[src/hw/mipsPkg.sv]
`default_nettype none

package mipsPkg;

	// basic field widths
	localparam int WORD_W = 32;
	localparam int REG_W = 5;
	localparam int JR_TOP_W = 5;

	typedef logic [WORD_W-1:0] wordT;
	typedef logic [15:0] halfwordT;
	typedef logic [REG_W-1:0] cregAddrT;
	typedef logic [5:0] opFieldT;
	typedef logic [5:0] funcFieldT;
	typedef logic [4:0] shamtT;
	// return stack pointer hint from fetch
	typedef logic [JR_TOP_W-1:0] jrTopT;

	// link register written by jal
	localparam cregAddrT RA_REG = 5'd31;

	// primary opcodes
	localparam opFieldT OP_SPECIAL = 6'b000000;
	localparam opFieldT OP_J = 6'b000010;
	localparam opFieldT OP_JAL = 6'b000011;
	localparam opFieldT OP_BEQ = 6'b000100;
	localparam opFieldT OP_BNE = 6'b000101;
	localparam opFieldT OP_ADDIU = 6'b001001;
	localparam opFieldT OP_SLTI = 6'b001010;
	localparam opFieldT OP_SLTIU = 6'b001011;
	localparam opFieldT OP_ANDI = 6'b001100;
	localparam opFieldT OP_ORI = 6'b001101;
	localparam opFieldT OP_XORI = 6'b001110;
	localparam opFieldT OP_LUI = 6'b001111;
	localparam opFieldT OP_COP0 = 6'b010000;
	localparam opFieldT OP_LB = 6'b100000;
	localparam opFieldT OP_LW = 6'b100011;
	localparam opFieldT OP_LBU = 6'b100100;
	localparam opFieldT OP_SB = 6'b101000;
	localparam opFieldT OP_SW = 6'b101011;

	// function field under SPECIAL
	localparam funcFieldT FN_SLL = 6'b000000;
	localparam funcFieldT FN_SRL = 6'b000010;
	localparam funcFieldT FN_SRA = 6'b000011;
	localparam funcFieldT FN_JR = 6'b001000;
	localparam funcFieldT FN_JALR = 6'b001001;
	localparam funcFieldT FN_SYSCALL = 6'b001100;
	localparam funcFieldT FN_BREAK = 6'b001101;
	localparam funcFieldT FN_MFHI = 6'b010000;
	localparam funcFieldT FN_MTHI = 6'b010001;
	localparam funcFieldT FN_MFLO = 6'b010010;
	localparam funcFieldT FN_MTLO = 6'b010011;
	localparam funcFieldT FN_MULT = 6'b011000;
	localparam funcFieldT FN_MULTU = 6'b011001;
	localparam funcFieldT FN_DIV = 6'b011010;
	localparam funcFieldT FN_DIVU = 6'b011011;
	localparam funcFieldT FN_ADDU = 6'b100001;
	localparam funcFieldT FN_SUBU = 6'b100011;
	localparam funcFieldT FN_AND = 6'b100100;
	localparam funcFieldT FN_OR = 6'b100101;
	localparam funcFieldT FN_XOR = 6'b100110;
	localparam funcFieldT FN_NOR = 6'b100111;
	localparam funcFieldT FN_SLT = 6'b101010;
	localparam funcFieldT FN_SLTU = 6'b101011;

	// cop0 sub-ops in the rs field, eret in function under CO
	localparam cregAddrT RS_MF = 5'b00000;
	localparam cregAddrT RS_MT = 5'b00100;
	localparam cregAddrT RS_CO = 5'b10000;
	localparam funcFieldT FN_ERET = 6'b011000;

	// RESERVED sits at zero so a cleared bundle decodes as nothing
	typedef enum logic [5:0] {
		RESERVED = 6'd0,
		ADDU, SUBU, AND, OR, XOR, NOR, SLT, SLTU,
		SLL, SRL, SRA, JR, JALR,
		MFHI, MFLO, MTHI, MTLO, MULT, MULTU, DIV, DIVU,
		SYSCALL, BREAK,
		ADDIU, SLTI, SLTIU, ANDI, ORI, XORI, LUI,
		LW, LB, LBU, SW, SB, BEQ, BNE,
		J, JAL, MFC0, MTC0, ERET
	} decodedOpT;

	typedef struct packed {
		logic regWrite;
		logic memRead;
		logic memWrite;
		logic memByte;
		logic memUnsigned;
		logic aluSrcImm;
		logic zeroExt;
		logic branch;
		logic jump;
		logic jumpReg;
		logic link;
		logic cp0Write;
	} controlT;

	// what fetch hands over, 71 bits
	typedef struct packed {
		wordT instr;
		wordT pcPlus4;
		logic pred;
		logic excInstr;
		jrTopT jrTop;
	} fetchDataT;

	typedef struct packed {
		decodedOpT op;
		controlT ctl;
		cregAddrT srcRegA;
		cregAddrT srcRegB;
		cregAddrT destReg;
		shamtT shamt;
		cregAddrT cp0Addr;
		wordT extImm;
		wordT pcBranch;
		wordT pcJump;
		logic excReserved;
		logic excInstr;
		logic pred;
		wordT pcPlus4;
		jrTopT jrTop;
	} decodeDataT;

endpackage

`default_nettype wire

[src/hw/decodeStage.sv]
`timescale 1ns/1ps
`default_nettype none

module decodeStage (
	input logic clk,
	input logic rstN,
	input logic validF,
	input mipsPkg::wordT instrF,
	input mipsPkg::wordT pcPlus4F,
	input logic predF,
	input logic excInstrF,
	input mipsPkg::jrTopT jrTopF,
	input logic stall,
	input logic flush,
	output logic validE,
	output mipsPkg::decodedOpT opE,
	output mipsPkg::controlT ctlE,
	output mipsPkg::cregAddrT srcRegAE,
	output mipsPkg::cregAddrT srcRegBE,
	output mipsPkg::cregAddrT destRegE,
	output mipsPkg::shamtT shamtE,
	output mipsPkg::cregAddrT cp0AddrE,
	output mipsPkg::wordT extImmE,
	output mipsPkg::wordT pcBranchE,
	output mipsPkg::wordT pcJumpE,
	output logic excReservedE,
	output logic excInstrE,
	output logic predE,
	output mipsPkg::wordT pcPlus4E,
	output mipsPkg::jrTopT jrTopE
);

	mipsPkg::fetchDataT fetchIn;
	mipsPkg::fetchDataT fetchD;
	mipsPkg::decodeDataT decodeD;
	mipsPkg::decodeDataT decodeE;
	logic validD;

	// loose fetch inputs into one bundle
	assign fetchIn = '{
		instr: instrF,
		pcPlus4: pcPlus4F,
		pred: predF,
		excInstr: excInstrF,
		jrTop: jrTopF
	};

	// F/D register holds while stalled
	pipeReg #(.payloadT(mipsPkg::fetchDataT)) fdReg (
		.clk(clk),
		.rstN(rstN),
		.stall(stall),
		.flush(flush),
		.bubble(1'b0),
		.validIn(validF),
		.dataIn(fetchIn),
		.validOut(validD),
		.dataOut(fetchD)
	);

	signalDecode signalDecode (
		.dataF(fetchD),
		.dataD(decodeD)
	);

	// D/E register never holds, a stall inserts a bubble
	pipeReg #(.payloadT(mipsPkg::decodeDataT)) deReg (
		.clk(clk),
		.rstN(rstN),
		.stall(1'b0),
		.flush(flush),
		.bubble(stall),
		.validIn(validD),
		.dataIn(decodeD),
		.validOut(validE),
		.dataOut(decodeE)
	);

	// registered bundle out on loose ports
	assign opE = decodeE.op;
	assign ctlE = decodeE.ctl;
	assign srcRegAE = decodeE.srcRegA;
	assign srcRegBE = decodeE.srcRegB;
	assign destRegE = decodeE.destReg;
	assign shamtE = decodeE.shamt;
	assign cp0AddrE = decodeE.cp0Addr;
	assign extImmE = decodeE.extImm;
	assign pcBranchE = decodeE.pcBranch;
	assign pcJumpE = decodeE.pcJump;
	assign excReservedE = decodeE.excReserved;
	assign excInstrE = decodeE.excInstr;
	assign predE = decodeE.pred;
	assign pcPlus4E = decodeE.pcPlus4;
	assign jrTopE = decodeE.jrTop;

endmodule

`default_nettype wire

[src/hw/mainDecode.sv]
`timescale 1ns/1ps
`default_nettype none

module mainDecode (
	input mipsPkg::wordT instr,
	output mipsPkg::decodedOpT op,
	output mipsPkg::controlT ctl,
	output mipsPkg::cregAddrT srcRegA,
	output mipsPkg::cregAddrT srcRegB,
	output mipsPkg::cregAddrT destReg,
	output logic reserved
);

	// where the write destination comes from
	typedef enum logic [1:0] {
		DST_NONE,
		DST_RD,
		DST_RT,
		DST_RA
	} dstSelT;

	mipsPkg::opFieldT opField;
	mipsPkg::funcFieldT fn;
	mipsPkg::cregAddrT rs;
	mipsPkg::cregAddrT rt;
	mipsPkg::cregAddrT rd;
	dstSelT dstSel;

	// raw instruction fields
	assign opField = instr[31:26];
	assign rs = instr[25:21];
	assign rt = instr[20:16];
	assign rd = instr[15:11];
	assign fn = instr[5:0];

	// step one: encoding to operation
	always_comb begin
		op = mipsPkg::RESERVED;
		case (opField)
			mipsPkg::OP_SPECIAL: begin
				case (fn)
					mipsPkg::FN_ADDU: op = mipsPkg::ADDU;
					mipsPkg::FN_SUBU: op = mipsPkg::SUBU;
					mipsPkg::FN_AND: op = mipsPkg::AND;
					mipsPkg::FN_OR: op = mipsPkg::OR;
					mipsPkg::FN_XOR: op = mipsPkg::XOR;
					mipsPkg::FN_NOR: op = mipsPkg::NOR;
					mipsPkg::FN_SLT: op = mipsPkg::SLT;
					mipsPkg::FN_SLTU: op = mipsPkg::SLTU;
					mipsPkg::FN_SLL: op = mipsPkg::SLL;
					mipsPkg::FN_SRL: op = mipsPkg::SRL;
					mipsPkg::FN_SRA: op = mipsPkg::SRA;
					mipsPkg::FN_JR: op = mipsPkg::JR;
					mipsPkg::FN_JALR: op = mipsPkg::JALR;
					mipsPkg::FN_MFHI: op = mipsPkg::MFHI;
					mipsPkg::FN_MFLO: op = mipsPkg::MFLO;
					mipsPkg::FN_MTHI: op = mipsPkg::MTHI;
					mipsPkg::FN_MTLO: op = mipsPkg::MTLO;
					mipsPkg::FN_MULT: op = mipsPkg::MULT;
					mipsPkg::FN_MULTU: op = mipsPkg::MULTU;
					mipsPkg::FN_DIV: op = mipsPkg::DIV;
					mipsPkg::FN_DIVU: op = mipsPkg::DIVU;
					mipsPkg::FN_SYSCALL: op = mipsPkg::SYSCALL;
					mipsPkg::FN_BREAK: op = mipsPkg::BREAK;
					default: op = mipsPkg::RESERVED;
				endcase
			end
			mipsPkg::OP_COP0: begin
				// sub-op lives in rs
				case (rs)
					mipsPkg::RS_MF: op = mipsPkg::MFC0;
					mipsPkg::RS_MT: op = mipsPkg::MTC0;
					mipsPkg::RS_CO: begin
						if (fn == mipsPkg::FN_ERET)
							op = mipsPkg::ERET;
					end
					default: op = mipsPkg::RESERVED;
				endcase
			end
			mipsPkg::OP_ADDIU: op = mipsPkg::ADDIU;
			mipsPkg::OP_SLTI: op = mipsPkg::SLTI;
			mipsPkg::OP_SLTIU: op = mipsPkg::SLTIU;
			mipsPkg::OP_ANDI: op = mipsPkg::ANDI;
			mipsPkg::OP_ORI: op = mipsPkg::ORI;
			mipsPkg::OP_XORI: op = mipsPkg::XORI;
			mipsPkg::OP_LUI: op = mipsPkg::LUI;
			mipsPkg::OP_LW: op = mipsPkg::LW;
			mipsPkg::OP_LB: op = mipsPkg::LB;
			mipsPkg::OP_LBU: op = mipsPkg::LBU;
			mipsPkg::OP_SW: op = mipsPkg::SW;
			mipsPkg::OP_SB: op = mipsPkg::SB;
			mipsPkg::OP_BEQ: op = mipsPkg::BEQ;
			mipsPkg::OP_BNE: op = mipsPkg::BNE;
			mipsPkg::OP_J: op = mipsPkg::J;
			mipsPkg::OP_JAL: op = mipsPkg::JAL;
			default: op = mipsPkg::RESERVED;
		endcase
	end

	// step two: operation to control bits and destination source
	always_comb begin
		ctl = '0;
		dstSel = DST_NONE;
		case (op)
			mipsPkg::ADDU, mipsPkg::SUBU, mipsPkg::AND, mipsPkg::OR,
			mipsPkg::XOR, mipsPkg::NOR, mipsPkg::SLT, mipsPkg::SLTU,
			mipsPkg::SLL, mipsPkg::SRL, mipsPkg::SRA,
			mipsPkg::MFHI, mipsPkg::MFLO: begin
				ctl.regWrite = 1'b1;
				dstSel = DST_RD;
			end
			mipsPkg::JR: begin
				ctl.jump = 1'b1;
				ctl.jumpReg = 1'b1;
			end
			mipsPkg::JALR: begin
				ctl.jump = 1'b1;
				ctl.jumpReg = 1'b1;
				ctl.link = 1'b1;
				ctl.regWrite = 1'b1;
				dstSel = DST_RD;
			end
			mipsPkg::ADDIU, mipsPkg::SLTI, mipsPkg::SLTIU: begin
				ctl.regWrite = 1'b1;
				ctl.aluSrcImm = 1'b1;
				dstSel = DST_RT;
			end
			// logical immediates and lui take the zero-extended value
			mipsPkg::ANDI, mipsPkg::ORI, mipsPkg::XORI, mipsPkg::LUI: begin
				ctl.regWrite = 1'b1;
				ctl.aluSrcImm = 1'b1;
				ctl.zeroExt = 1'b1;
				dstSel = DST_RT;
			end
			mipsPkg::LW, mipsPkg::LB, mipsPkg::LBU: begin
				ctl.regWrite = 1'b1;
				ctl.memRead = 1'b1;
				ctl.aluSrcImm = 1'b1;
				ctl.memByte = (op != mipsPkg::LW);
				ctl.memUnsigned = (op == mipsPkg::LBU);
				dstSel = DST_RT;
			end
			mipsPkg::SW, mipsPkg::SB: begin
				ctl.memWrite = 1'b1;
				ctl.aluSrcImm = 1'b1;
				ctl.memByte = (op == mipsPkg::SB);
			end
			mipsPkg::BEQ, mipsPkg::BNE: ctl.branch = 1'b1;
			mipsPkg::J: ctl.jump = 1'b1;
			mipsPkg::JAL: begin
				ctl.jump = 1'b1;
				ctl.link = 1'b1;
				ctl.regWrite = 1'b1;
				dstSel = DST_RA;
			end
			mipsPkg::MFC0: begin
				ctl.regWrite = 1'b1;
				dstSel = DST_RT;
			end
			mipsPkg::MTC0: ctl.cp0Write = 1'b1;
			// hi/lo writers, traps and eret need no bits here
			default: ctl = '0;
		endcase
	end

	// source numbers straight from the word
	assign srcRegA = rs;
	assign srcRegB = rt;

	always_comb begin
		case (dstSel)
			DST_RD: destReg = rd;
			DST_RT: destReg = rt;
			DST_RA: destReg = mipsPkg::RA_REG;
			default: destReg = '0;
		endcase
	end

	assign reserved = (op == mipsPkg::RESERVED);

endmodule

`default_nettype wire

[src/hw/pipeReg.sv]
`timescale 1ns/1ps
`default_nettype none

module pipeReg #(
	parameter type payloadT = logic
) (
	input logic clk,
	input logic rstN,
	input logic stall,
	input logic flush,
	input logic bubble,
	input logic validIn,
	input payloadT dataIn,
	output logic validOut,
	output payloadT dataOut
);

	// flush first, then bubble, then hold, then load
	always_ff @(posedge clk or negedge rstN) begin
		if (!rstN) begin
			validOut <= 1'b0;
			dataOut <= '0;
		end else if (flush || bubble) begin
			// empty slot with payload zeroed so control bits stay quiet
			validOut <= 1'b0;
			dataOut <= '0;
		end else if (!stall) begin
			validOut <= validIn;
			// an invalid input loads as an empty slot too
			if (validIn)
				dataOut <= dataIn;
			else
				dataOut <= '0;
		end
		// stall alone keeps the current contents
	end

endmodule

`default_nettype wire

[src/hw/signalDecode.sv]
`timescale 1ns/1ps
`default_nettype none

module signalDecode (
	input mipsPkg::fetchDataT dataF,
	output mipsPkg::decodeDataT dataD
);

	mipsPkg::halfwordT imm;
	mipsPkg::cregAddrT rd;
	mipsPkg::shamtT shamt;
	mipsPkg::decodedOpT op;
	mipsPkg::controlT ctl;
	mipsPkg::cregAddrT srcRegA;
	mipsPkg::cregAddrT srcRegB;
	mipsPkg::cregAddrT destReg;
	logic isReserved;
	mipsPkg::wordT extImm;
	mipsPkg::wordT pcBranch;
	mipsPkg::wordT pcJump;

	// fields not handled by the main decoder
	assign imm = dataF.instr[15:0];
	assign rd = dataF.instr[15:11];
	assign shamt = dataF.instr[10:6];

	mainDecode mainDecode (
		.instr(dataF.instr),
		.op(op),
		.ctl(ctl),
		.srcRegA(srcRegA),
		.srcRegB(srcRegB),
		.destReg(destReg),
		.reserved(isReserved)
	);

	// zero ext for logical imm and lui, sign ext otherwise
	assign extImm = ctl.zeroExt ? {16'h0000, imm} : {{16{imm[15]}}, imm};

	// branch target wraps at 2^32
	assign pcBranch = dataF.pcPlus4 + {extImm[29:0], 2'b00};
	// jump target keeps the current 256MB region
	assign pcJump = {dataF.pcPlus4[31:28], dataF.instr[25:0], 2'b00};

	// assemble the bundle towards execute
	always_comb begin
		dataD.op = op;
		dataD.ctl = ctl;
		dataD.srcRegA = srcRegA;
		dataD.srcRegB = srcRegB;
		dataD.destReg = destReg;
		dataD.shamt = shamt;
		// cp0 register number sits in rd
		dataD.cp0Addr = rd;
		dataD.extImm = extImm;
		dataD.pcBranch = pcBranch;
		dataD.pcJump = pcJump;
		dataD.excReserved = isReserved;
		// side info from fetch, untouched
		dataD.excInstr = dataF.excInstr;
		dataD.pred = dataF.pred;
		dataD.pcPlus4 = dataF.pcPlus4;
		dataD.jrTop = dataF.jrTop;
	end

endmodule

`default_nettype wire

[config.mk]
export PLATFORM = sky130hd
export DESIGN_NAME = decodeStage
export DESIGN_NICKNAME = d
export VERILOG_FILES = /design/src/hw/mipsPkg.sv /design/src/hw/decodeStage.sv /design/src/hw/mainDecode.sv /design/src/hw/pipeReg.sv /design/src/hw/signalDecode.sv
export SDC_FILE = /design/constraint.sdc
export NUM_CORES = 1
export LEC_CHECK = 0
export ABC_AREA = 0
export BUFFER_PORTS_ARGS = -buffer_cell sky130_fd_sc_hd__buf_2
export CAP_MARGIN = 20
export CORE_ASPECT_RATIO = 0.9
export CORE_UTILIZATION = 58
export DETAILED_ROUTE_END_ITERATION = 10
export PLACE_DENSITY = 0.88
export SLEW_MARGIN = 20
export SYNTH_ARGS = -nofsm -noshare
export SYNTH_HDL_FRONTEND = slang
export SYNTH_HIERARCHICAL = 1
export SYNTH_SLANG_ARGS = --single-unit
[constraint.sdc]
create_clock -name clk -period 3.7 [get_ports clk]
set_input_delay 0.185 -clock clk [delete_from_list [all_inputs] [get_ports clk]]
set_output_delay 0.185 -clock clk [all_outputs]
set_load 0.02 [all_outputs]
==> out/results.tsv, run 1 <==
stage	metric	value	unit
sta	worst clock skew	0.00946	ns
clock_tree	sinks on the clock net	252	
sta	setup repair after global routing missed its margin	no	
synth	fraction of the mapped netlist area in adder cells	1.95	%
sta	relative slew slack	36.6	%
drt	final wirelength	42.2	mm
synth	Synth warnings	6	
drt	total number of vias	12600	
drt	wire length per cell after detailed routing	20.0	um
flow_run	number of max-capacitance violations reported	0	
sta	Period Utilization, post-route	89.0	%
clock_tree	cell at the root of the clock tree	clkbuf_16	
cells_and_area	most frequent standard cell in the layout excluding fill and tap cells	nand2_1	
synth	main combinational cell family by area after synthesis	simple AND/OR/NAND/NOR gates	
drt	DRC violations left	0	
worst_setup_path	startpoint-to-endpoint class of the critical path	flip-flop to flip-flop	
sta	final number of hold-violating endpoints	0	
placed_design	placer congestion estimate	0.905	
worst_setup_path	Startpoint Class	flip-flop	
drt	post-DR vias/cell	5.97	
synth	count of mapped cells out of synthesis	1632	
floorplanning	Initial Utilization	59.7	%
sta	post-layout worst setup margin	0.408	ns
worst_setup_path	Buf+Inv Stages, Crit Path	2	
clock_tree	buffer depth of the longest clock path	3	
cells_and_area	final layout net count	1849	
hold_path	Hold WC Path Type	primary input to flip-flop	
cells_and_area	share of post-route cells with drive strength above 1	25.5	%
worst_setup_path	CP delay by family, top	compound AO/OA/AOI/OAI gates	
clock_tree	post-cts resize count	0	
worst_setup_path	Critical path destination	deReg/dataOut[148]	
worst_setup_path	r2r startpoint	fdReg/dataOut[40]	
worst_setup_path	Max FO, Critical Path	14	
clock_tree	TritonCTS clock tree	done	
floorplanning	row cnt	55	
synth	post-synthesis share of cell area spent on xor and xnor gates	1.85	%
worst_setup_path	Critical R2R Capture	deReg/dataOut[148]	
worst_setup_path	peak per-stage delay on the critical path	0.63	ns
worst_setup_path	worst endpoint data arrival time	3.74	ns
sta	minimum clock period after layout	3.29	ns
clock_tree	clock-pin slew reported for the worst setup and hold paths after clock tree synthesis	0.06	ns
drt	Post-DRT Antenna Nets	0	
synth	flip-flop and latch count after synthesis	252	
synth	number of unique standard cell types used by synthesis	83	
grt	antenna violations before repair	0	
grt	gr ovfl total	0	
worst_setup_path	sequence of cells on the critical path	inv_1 -> ha_1 -> and2_1 -> o31ai_1 -> a32o_1 -> a211oi_4 -> inv_2 -> a211o_1 -> o311ai_2 -> or2_1 -> a22o_1 -> nand3b_1 -> a21oi_1	
synth	top flip-flop cell by instance count after synthesis	dfrtp_1	
cells_and_area	commonest cells after routing, fill and taps aside	nand2_1, nand3b_1, buf_2, dfrtp_1, a21oi_1	
cells_and_area	Syn-to-layout area delta	11.1	%
worst_setup_path	count of cells along the worst register-to-register path	13	
floorplanning	total die area	26800	sq um
worst_setup_path	setup slack, reg-to-reg	0.41	ns
clock_tree	CTS Buf Count	26	
floorplanning	die width	172	um
grt	global-route wire length before repair	65.3	mm
synth	post-synthesis instance area	15200	sq um
grt	largest net degree at the start of global routing	360	
sta	# setup viols final	0	
worst_setup_path	crit end category	flip-flop	
worst_setup_path	critical-path cell with the highest stage delay	dfrtp_1	
synth	sequential cell area fraction in the yosys report	41.6	%
synth	Syn Area/Cell	9.30	sq um
run_status	status	complete, no violations	
floorplanning	I/O pin total	256	
clock_tree	setup repair bufs after CTS	0	
floorplanning	Core Region	25400	sq um
drt	number of iterations in the first detailed-routing pass	5	
floorplanning	die height	155	um
placed_design	minimum setup slack after placement	0.523	ns
grt	number of global-route vias before repair	11900	
synth	Async S/R FF share, synth	100	%
sta	pin slew with the least headroom to its limit	0.951	ns
sta	timing-limited maximum frequency	304	MHz
placed_design	HPWL after DPL	26.5	mm
clock_tree	clock latency reported for the late side of the worst-skew pair	0.54	ns
clock_tree	H-tree depth	1	
grt	Total GRT Usage	30.9	%
pwr	cell leakage power	7.26	nW
worst_setup_path	CP Depth	13	
synth	number of flops mapped to enable cells by yosys	0	
sta	fin. max-slew vios	0	
synth	mux cell area share after synthesis	0.866	%
sta	total negative setup slack	0	ns
synth	Synth Area in Compound Gates	16.8	%
pwr	pwr dens	355	nW/um^2
hold_path	Min-Delay Path Depth	3	
worst_setup_path	data required time of the critical path	4.15	ns
pwr	IR Drop Worst-Case VDD	0.000254	V
drt	violation count after the first detailed-routing iteration	1330	
placed_design	count of port buffers added during placement	255	
synth	share of synthesized cell area in and, or, nand and nor gates	24.3	%
worst_setup_path	origin of the worst setup path	fdReg/dataOut[40]	
## repair_timing
action	4_1_cts	5_1_grt
hold endpoints to repair	179	0
hold buffers	68	0
endpoints found under the setup margin	0	0
## report_power, final
| group | switching (W) | internal, W | leakage, nW |
|---|---|---|---|
| logic | 0.000328 | 0.000204 | 3.31 |
| registers | 0.0000424 | 0.00277 | 3.51 |
| clock network | 0.00110 | 0.00154 | 0.438 |
## per-layer routing
| metal | wire [um] | vias to the layer above | part of all wire (%) | global-route usage, % |
|---|---|---|---|---|
| met5 | 0 | - | 0 | 0 |
| met4 | 1050 | 0 | 2.5 | 8.68 |
| met3 | 3170 | 91 | 7.5 | 5.09 |
| met2 | 19800 | 620 | 47 | 50.0 |
| met1 | 18200 | 6168 | 43 | 42.8 |
| li1 | - | 5738 | - | - |
## worst register-to-register path, cell delays in order (launching register included)
cell and delay (ns):
dfrtp_1 0.63, inv_1 0.21, ha_1 0.34, and2_1 0.13, o31ai_1 0.06, a32o_1 0.30, a211oi_4 0.30, inv_2 0.08
a211o_1 0.34, o311ai_2 0.21, or2_1 0.19, a22o_1 0.12, nand3b_1 0.08, a21oi_1 0.22
## through the flow
stage	hold slack [ns]	std cells	total power (W)	cell area [sq um]	utilization, %
after detailed placement	0.324	1996	0.00331	15300	60.3
after global routing	0.0238	2112	0.00618	16900	66.4
after CTS	0.00370	2112	0.00600	16900	66.4
after floorplan	-0.111	1634	0.00322	15200	-
final	0.0379	2113	0.00599	16900	66.4
after global placement	0.323	1996	0.00331	15300	60.3
## cell families (layout without fill, tap and decap cells)
| group | count (synthesis) | count (layout) |
|---|---|---|
| AO/OA/AOI/OAI | 375 | 375 |
| XOR/XNOR | 32 | 32 |
| adder cells (fa/ha/maj) | 23 | 23 |
| buffers and inverters | 281 | 417 |
| flip-flops | 252 | 252 |
| multiplexers | 13 | 13 |
| other | 2 | 5 |
| AND/OR/NAND/NOR | 654 | 654 |
## how the worst min path moves through the flow
stage | endpoint | start
finish | fdReg/dataOut[41] | instrF[2]
global route | fdReg/dataOut[43] | instrF[4]
CTS | fdReg/dataOut[43] | instrF[4]
detailed placement | deReg/dataOut[104] | rstN
global placement | deReg/dataOut[95] | rstN
floorplan | deReg/dataOut[0] | rstN
## Yosys cell counts, types with 4 or more instances
library cell | number | area, sq um
a211o_1 | 6 | 52.6
o21ai_0 | 17 | 85.1
and3_1 | 7 | 43.8
or3b_1 | 4 | 35.0
nand2b_1 | 4 | 25.0
buf_12 | 11 | 220
a21oi_2 | 102 | 893
or2_1 | 7 | 43.8
o211ai_1 | 5 | 37.5
nand4_1 | 4 | 25.0
xor2_1 | 6 | 52.6
buf_4 | 134 | 1010
nor2b_1 | 6 | 37.5
a22o_1 | 6 | 52.6
a21o_1 | 11 | 82.6
nand3_1 | 13 | 65.1
and2_1 | 8 | 50.1
nand3b_1 | 253 | 1900
buf_6 | 11 | 124
or2_2 | 4 | 25.0
clkbuf_1 | 37 | 139
nor2_1 | 31 | 116
xnor2_1 | 26 | 228
nor3_1 | 8 | 40.0
a31oi_1 | 8 | 50.1
nor4_1 | 7 | 43.8
nand2_1 | 278 | 1040
ha_1 | 22 | 275
a21oi_1 | 176 | 881
buf_2 | 57 | 285
dfrtp_1 | 252 | 6310
mux2i_1 | 12 | 120
inv_1 | 23 | 86.3
o31ai_1 | 4 | 30.0
## area by class of cell
cell class / instances / area (sq um)
multi-input combinational: 1101 / 6960
inverter: 25 / 93.8
clock inverter: 9 / 81.3
clock buffer: 39 / 790
tap: 342 / 428
sequential: 252 / 6310
timing repair buffer: 344 / 2190
fill: 1987 / 8540
antenna: 1 / 2.50
## flip-flops by register name, summed over array words and instances, names as in the netlist
| register | flops |
|---|---|
| deReg/dataOut | 179 |
| fdReg/dataOut | 71 |
| deReg/validOut | 1 |
| fdReg/validOut | 1 |
Power figures use the tool's default switching activity.
==> inputs of run 2 (changes only) <==
clock period = 3.5 ns   (was 3.7 ns; I/O delays follow)
==> run 2 against run 1 <==
Combinational power grew 7.2%. Critical path depth is the same. Cell count grew 0.47%. Largest cell class unchanged.
==> out/results.tsv, run 2 (same netlist as run 1, synthesis figures left out) <==
stage	metric	value	unit	change
grt	gr ovfl total	0		unchanged
drt	number of iterations in the first detailed-routing pass	6		was 5
drt	Post-DRT Antenna Nets	0		unchanged
clock_tree	CTS Buf Count	27		was 26
drt	DRC violations left	0		unchanged
hold_path	Hold WC Path Type	primary input to flip-flop		unchanged
cells_and_area	Syn-to-layout area delta	11.8	%	was 11.1%
pwr	IR Drop Worst-Case VDD	0.000329	V	was 0.000254 V
worst_setup_path	setup slack, reg-to-reg	0.23	ns	was 0.41 ns
floorplanning	die width	172	um	unchanged
worst_setup_path	worst endpoint data arrival time	3.75	ns	was 3.74 ns
cells_and_area	most frequent standard cell in the layout excluding fill and tap cells	nand2_1		unchanged
floorplanning	row cnt	55		unchanged
worst_setup_path	Critical R2R Capture	deReg/dataOut[146]		was deReg/dataOut[148]
grt	global-route wire length before repair	65.7	mm	was 65.3 mm
worst_setup_path	critical-path cell with the highest stage delay	dfrtp_1		unchanged
drt	final wirelength	42.2	mm	about the same
cells_and_area	flip-flop count of the largest register, all copies and words added	179		unchanged
sta	worst clock skew	0.0121	ns	was 0.00946 ns
pwr	cell leakage power	7.30	nW	was 7.26 nW
flow_run	number of max-capacitance violations reported	0		unchanged
sta	total negative setup slack	0	ns	unchanged
floorplanning	Core Region	25400	sq um	unchanged
sta	relative slew slack	30.2	%	was 36.6%
sta	fin. max-slew vios	0		unchanged
worst_setup_path	Startpoint Class	flip-flop		unchanged
placed_design	number of cells in the design after placement	1999		was 1996
placed_design	placer congestion estimate	0.937		was 0.905
clock_tree	clock-pin slew reported for the worst setup and hold paths after clock tree synthesis	0.06	ns	about the same
sta	minimum clock period after layout	3.27	ns	was 3.29 ns
sta	post-layout worst setup margin	0.235	ns	was 0.408 ns
drt	post-DR vias/cell	5.96		was 5.97
worst_setup_path	origin of the worst setup path	fdReg/dataOut[40]		unchanged
clock_tree	TritonCTS clock tree	done		unchanged
cells_and_area	area of all sequential standard cells	6310	sq um	unchanged
floorplanning	die height	155	um	unchanged
cells_and_area	share of post-route cells with drive strength above 1	25.6	%	was 25.5%
floorplanning	total die area	26800	sq um	unchanged
grt	antenna violations before repair	1		was 0
clock_tree	post-cts resize count	0		unchanged
sta	pin slew with the least headroom to its limit	1.05	ns	was 0.951 ns
sta	timing-limited maximum frequency	306	MHz	was 304 MHz
cells_and_area	final layout net count	1858		was 1849
worst_setup_path	r2r startpoint	fdReg/dataOut[40]		unchanged
clock_tree	buffer depth of the longest clock path	3		unchanged
sta	# setup viols final	0		unchanged
grt	largest net degree at the start of global routing	360		unchanged
sta	Period Utilization, post-route	93.3	%	was 89.0%
cells_and_area	biggest regs	deReg/dataOut x179, fdReg/dataOut x71		unchanged
placed_design	minimum setup slack after placement	0.305	ns	was 0.523 ns
pwr	sum of internal, switching and leakage power	0.00640	W	was 0.00599 W
drt	violation count after the first detailed-routing iteration	1203		was 1330
sta	final number of hold-violating endpoints	0		unchanged
clock_tree	sinks on the clock net	252		unchanged
clock_tree	cell at the root of the clock tree	clkbuf_16		unchanged
cells_and_area	register name with the most flops	deReg/dataOut		unchanged
clock_tree	H-tree depth	1		unchanged
grt	number of global-route vias before repair	12100		was 11900
run_status	status	complete, no violations		unchanged
cells_and_area	commonest cells after routing, fill and taps aside	nand2_1, nand3b_1, buf_2, dfrtp_1, a21oi_1		unchanged
placed_design	HPWL after DPL	26.1	mm	was 26.5 mm
cells_and_area	fill cell total of the finished layout	1936		was 1987
drt	total number of vias	12600		about the same
worst_setup_path	Max FO, Critical Path	14		unchanged
cells_and_area	final core utilization	66.8	%	was 66.4%
cells_and_area	Cell Count, Final, Fillers Out	2123		was 2113
clock_tree	clock latency reported for the late side of the worst-skew pair	0.55	ns	was 0.54 ns
grt	Total GRT Usage	31.2	%	was 30.9%
worst_setup_path	data required time of the critical path	3.98	ns	was 4.15 ns
cells_and_area	area taken by multi-input logic gates	6960	sq um	unchanged
worst_setup_path	startpoint-to-endpoint class of the critical path	flip-flop to flip-flop		unchanged
placed_design	count of port buffers added during placement	255		unchanged
worst_setup_path	count of cells along the worst register-to-register path	13		unchanged
floorplanning	Initial Utilization	59.7	%	unchanged
sta	setup repair after global routing missed its margin	no		unchanged
drt	wire length per cell after detailed routing	19.9	um	was 20.0 um
floorplanning	I/O pin total	256		unchanged
worst_setup_path	crit end category	flip-flop		unchanged
pwr	pwr dens	377	nW/um^2	was 355 nW/um^2
worst_setup_path	sequence of cells on the critical path	inv_1 -> ha_1 -> and2_1 -> o31ai_1 -> a32o_1 -> a211oi_4 -> inv_2 -> a211o_1 -> o311ai_2 -> or2_2 -> a22o_1 -> nand3b_1 -> a21oi_2		was inv_1 -> ha_1 -> and2_1 -> o31ai_1 -> a32o_1 -> a211oi_4 -> inv_2 -> a211o_1 -> o311ai_2 -> or2_1 -> a22o_1 -> nand3b_1 -> a21oi_1
worst_setup_path	peak per-stage delay on the critical path	0.65	ns	was 0.63 ns
worst_setup_path	Critical path destination	deReg/dataOut[146]		was deReg/dataOut[148]
-- run 2: worst max-delay path, delay by kind of cell (launching register included) --
kind                     cells  cell delay, ns
AO/OA/AOI/OAI                7            1.46
flip-flops                   1            0.65
AND/OR/NAND/NOR              3            0.44
adder cells (fa/ha/maj)      1            0.34
buffers and inverters        2            0.28
-- run 2: how the worst min path moves through the flow --
stage                from  cells past startpoint           endpoint
CTS                 stall                      3  fdReg/dataOut[53]
detailed placement   rstN                      1  deReg/dataOut[94]
finish              stall                      3  fdReg/dataOut[68]
floorplan            rstN                      0   deReg/dataOut[0]
global route        stall                      3  fdReg/dataOut[68]
global placement     rstN                      1  deReg/dataOut[95]
-- run 2: stage by stage --
step,hold slack (ns),area (sq um)
2_1_floorplan,-0.121,15200
3_3_place_gp,0.298,15300
3_5_place_dp,0.300,15300
4_1_cts,0.0739,16900
5_1_grt,0.104,17000
6_report,0.0893,17000
-- run 2: timing repair --
item	4_1_cts	5_1_grt
endpoints found under the hold margin	176	0
setup buffers	0	0
hold buffers	72	0
-- run 2: where the power goes --
group	leakage, nW	switching, W	internal (W)
Clock	0.428	0.00120	0.00165
Sequential	3.51	0.0000454	0.00293
Combinational	3.36	0.000348	0.000222
Total	7.30	0.00159	0.00480
-- run 2: area by class of cell --
cell class / count / share of cell area (%)
clock inverters: 13 / 0.767
repair buffers: 352 / 13.4
well taps: 342 / 2.52
inverters: 25 / 0.553
diodes: 2 / 0.0295
clock buffers: 36 / 4.42
multi-input cells: 1101 / 41.1
flip-flops and latches: 252 / 37.2
-- run 2: layer usage --
layer / wire, um / global-route usage [%] / vias to the layer above
li1: - / - / 5764
met2: 19800 / 50.3 / 573
met4: 1620 / 12.7 / 0
met3: 3240 / 6.16 / 125
met5: 0 / 0 / -
met1: 17500 / 41.1 / 6184
==> inputs of run 3 (changes only) <==
CORE_UTILIZATION = 59   (was 58)
CTS_BUF_LIST = sky130_fd_sc_hd__clkbuf_4 sky130_fd_sc_hd__clkbuf_8   (was default)
MAX_ROUTING_LAYER = met4   (was default)
PLACE_DENSITY = 0.89   (was 0.88)
==> run 3 against run 2 <==
Worst hold slack worse by 0.031 ns. Worst setup slack worse by 0.026 ns. Register-to-register slack got worse by 0.03 ns. Power down 0.35%. Non-clock buffer count rose by 3. Critical path type unchanged.
==> out/results.tsv, run 3 (same netlist as run 1, synthesis figures left out) <==
stage	metric	value	unit	change
drt	Detail Route met3 WL	3.20	mm	was 3.24 mm
drt	total number of vias	12800		was 12600
floorplanning	die height	154	um	was 155 um
floorplanning	total die area	26400	sq um	was 26800 sq um
cells_and_area	most frequent standard cell in the layout excluding fill and tap cells	nand2_1		unchanged
hold_path	origin of the worst min-delay path	stall		unchanged
pwr	IR Drop Worst-Case VDD	0.000267	V	was 0.000329 V
cells_and_area	share of post-route cells with drive strength above 1	27.1	%	was 25.6%
sta	worst clock skew	0.0272	ns	was 0.0121 ns
worst_setup_path	Startpoint Class	flip-flop		unchanged
cells_and_area	Cell Count, Final, Fillers Out	2152		was 2123
clock_tree	sinks on the clock net	252		unchanged
grt	global-route wire length before repair	66.3	mm	was 65.7 mm
cells_and_area	Diodes inserted	0		was 2
floorplanning	die width	171	um	was 172 um
cells_and_area	biggest regs	deReg/dataOut x179, fdReg/dataOut x71		unchanged
pwr	cell leakage power	7.37	nW	was 7.30 nW
placed_design	placer congestion estimate	0.945		was 0.937
drt	wire length per cell after detailed routing	19.8	um	was 19.9 um
clock_tree	setup repair bufs after CTS	0		unchanged
worst_setup_path	CP delay by family, top	compound AO/OA/AOI/OAI gates		unchanged
sta	fin. max-slew vios	0		unchanged
sta	timing-limited maximum frequency	304	MHz	was 306 MHz
worst_setup_path	Max FO, Critical Path	12		was 14
placed_design	count of port buffers added during placement	255		unchanged
cells_and_area	fill cell total of the finished layout	1938		was 1936
drt	detailed-routing wirelength on met1	18.1	mm	was 17.5 mm
placed_design	HPWL after DPL	26.2	mm	was 26.1 mm
drt	post-DR vias/cell	5.97		was 5.96
placed_design	Area after DPL	15400	sq um	was 15300 sq um
cells_and_area	flip-flop count of the largest register, all copies and words added	179		unchanged
clock_tree	cell at the root of the clock tree	clkbuf_8		was clkbuf_16
worst_setup_path	sequence of cells on the critical path	ha_1 -> nand3_1 -> o221ai_1 -> a31oi_1 -> o31a_1 -> a2111oi_2 -> mux2i_1 -> xor2_1 -> nand3b_1 -> a21oi_1		was inv_1 -> ha_1 -> and2_1 -> o31ai_1 -> a32o_1 -> a211oi_4 -> inv_2 -> a211o_1 -> o311ai_2 -> or2_2 -> a22o_1 -> nand3b_1 -> a21oi_2
drt	DRC violations left	0		unchanged
drt	final wirelength	42.6	mm	was 42.2 mm
sta	minimum clock period after layout	3.29	ns	was 3.27 ns
drt	topmost layer with routed signal wires	met4		unchanged
worst_setup_path	crit end category	flip-flop		unchanged
sta	relative slew slack	26.5	%	was 30.2%
drt	met2 wire length	19.8	mm	about the same
worst_setup_path	data required time of the critical path	3.97	ns	was 3.98 ns
grt	gr ovfl total	0		unchanged
clock_tree	TritonCTS clock tree	done		unchanged
worst_setup_path	r2r startpoint	fdReg/dataOut[43]		was fdReg/dataOut[40]
worst_setup_path	origin of the worst setup path	fdReg/dataOut[43]		was fdReg/dataOut[40]
sta	# setup viols final	0		unchanged
placed_design	minimum setup slack after placement	0.418	ns	was 0.305 ns
floorplanning	row cnt	55		unchanged
cells_and_area	final layout net count	1878		was 1858
grt	largest net degree at the start of global routing	360		unchanged
hold_path	Hold WC Path Type	primary input to flip-flop		unchanged
sta	post-layout worst setup margin	0.209	ns	was 0.235 ns
sta	Period Utilization, post-route	94.0	%	was 93.3%
sta	pin slew with the least headroom to its limit	1.10	ns	was 1.05 ns
placed_design	number of cells in the design after placement	2003		was 1999
floorplanning	I/O pin total	256		unchanged
cells_and_area	Non-Filler Cell Area, Final	17000	sq um	about the same
cells_and_area	final core utilization	67.5	%	was 66.8%
sta	setup repair after global routing missed its margin	no		unchanged
cells_and_area	register name with the most flops	deReg/dataOut		unchanged
clock_tree	clock-pin slew reported for the worst setup and hold paths after clock tree synthesis	0.06	ns	about the same
clock_tree	H-tree depth	2		was 1
drt	number of iterations in the first detailed-routing pass	5		was 6
worst_setup_path	Buf+Inv Stages, Crit Path	0		was 2
worst_setup_path	worst endpoint data arrival time	3.76	ns	was 3.75 ns
drt	violation count after the first detailed-routing iteration	1443		was 1203
cells_and_area	Syn-to-layout area delta	12.0	%	was 11.8%
floorplanning	Core Region	25200	sq um	was 25400 sq um
grt	number of global-route vias before repair	12200		was 12100
grt	Total GRT Usage	33.0	%	was 31.2%
flow_run	number of max-capacitance violations reported	0		unchanged
sta	total negative setup slack	0	ns	unchanged
pwr	pwr dens	375	nW/um^2	was 377 nW/um^2
cells_and_area	commonest cells after routing, fill and taps aside	nand2_1, nand3b_1, buf_2, dfrtp_1, a21oi_1		unchanged
grt	antenna violations before repair	0		was 1
clock_tree	buffer depth of the longest clock path	3		unchanged
clock_tree	CTS Buf Count	44		was 27
worst_setup_path	peak per-stage delay on the critical path	0.55	ns	was 0.65 ns
drt	Post-DRT Antenna Nets	0		unchanged
floorplanning	Initial Utilization	60.2	%	was 59.7%
worst_setup_path	critical-path cell with the highest stage delay	dfrtp_1		unchanged
clock_tree	clock latency reported for the late side of the worst-skew pair	0.56	ns	was 0.55 ns
sta	final number of hold-violating endpoints	0		unchanged
run_status	status	complete, no violations		unchanged
worst_setup_path	startpoint-to-endpoint class of the critical path	flip-flop to flip-flop		unchanged
[run 3: where the power goes]
| part | switching [W] | internal (W) | total [W] |
|---|---|---|---|
| combinational | 0.000353 | 0.000220 | 0.000573 |
| clock | 0.00123 | 0.00160 | 0.00283 |
| sequential | 0.0000397 | 0.00293 | 0.00297 |
| total | 0.00163 | 0.00475 | 0.00638 |
[run 3: repair_timing]
| item | CTS | global route |
|---|---|---|
| endpoints found under the hold margin | 181 | 0 |
| endpoints found under the setup margin | 0 | 0 |
| resized for setup | 0 | 0 |
| hold buffers | 72 | 0 |
[run 3: final cells by class]
class	count	area, sq um	share of cell area (%)
Clock buffer	68	836	4.92
Multi-Input combinational cell	1101	6960	41.0
Tap cell	342	428	2.52
Clock inverter	9	81.3	0.479
Sequential cell	252	6310	37.1
Inverter	25	93.8	0.552
Timing Repair Buffer	355	2280	13.4
[run 3: through the flow]
stage / total power (W) / hold slack (ns)
after floorplan: 0.00341 / -0.121
after global placement: 0.00350 / 0.314
after detailed placement: 0.00350 / 0.323
after CTS: 0.00638 / 0.00912
after global routing: 0.00659 / 0.0556
final: 0.00638 / 0.0579
[run 3: final timing paths]
kind                                 endpoint  slack, ns  cells after the start
max                        deReg/dataOut[103]       0.21                     10
min                         fdReg/dataOut[68]       0.06                      3
max reg2reg                deReg/dataOut[103]       0.21                     10
min reg2reg                  fdReg/dataOut[6]       0.55                      2
max in group asynchronous  deReg/dataOut[168]       2.24                      3
min in group asynchronous   deReg/dataOut[95]       0.31                      2
[run 3: metal layers]
metal / vias to the layer above / GRT usage [%]
li1: 5811 / -
met1: 6300 / 43.7
met2: 612 / 50.4
met3: 117 / 6.02
met4: 0 / 12.4
met5: - / -
[run 3: worst min-delay path: stages]
cell	delay, ns
buf_4	0.23
nand2_1	0.10
a21oi_1	0.05
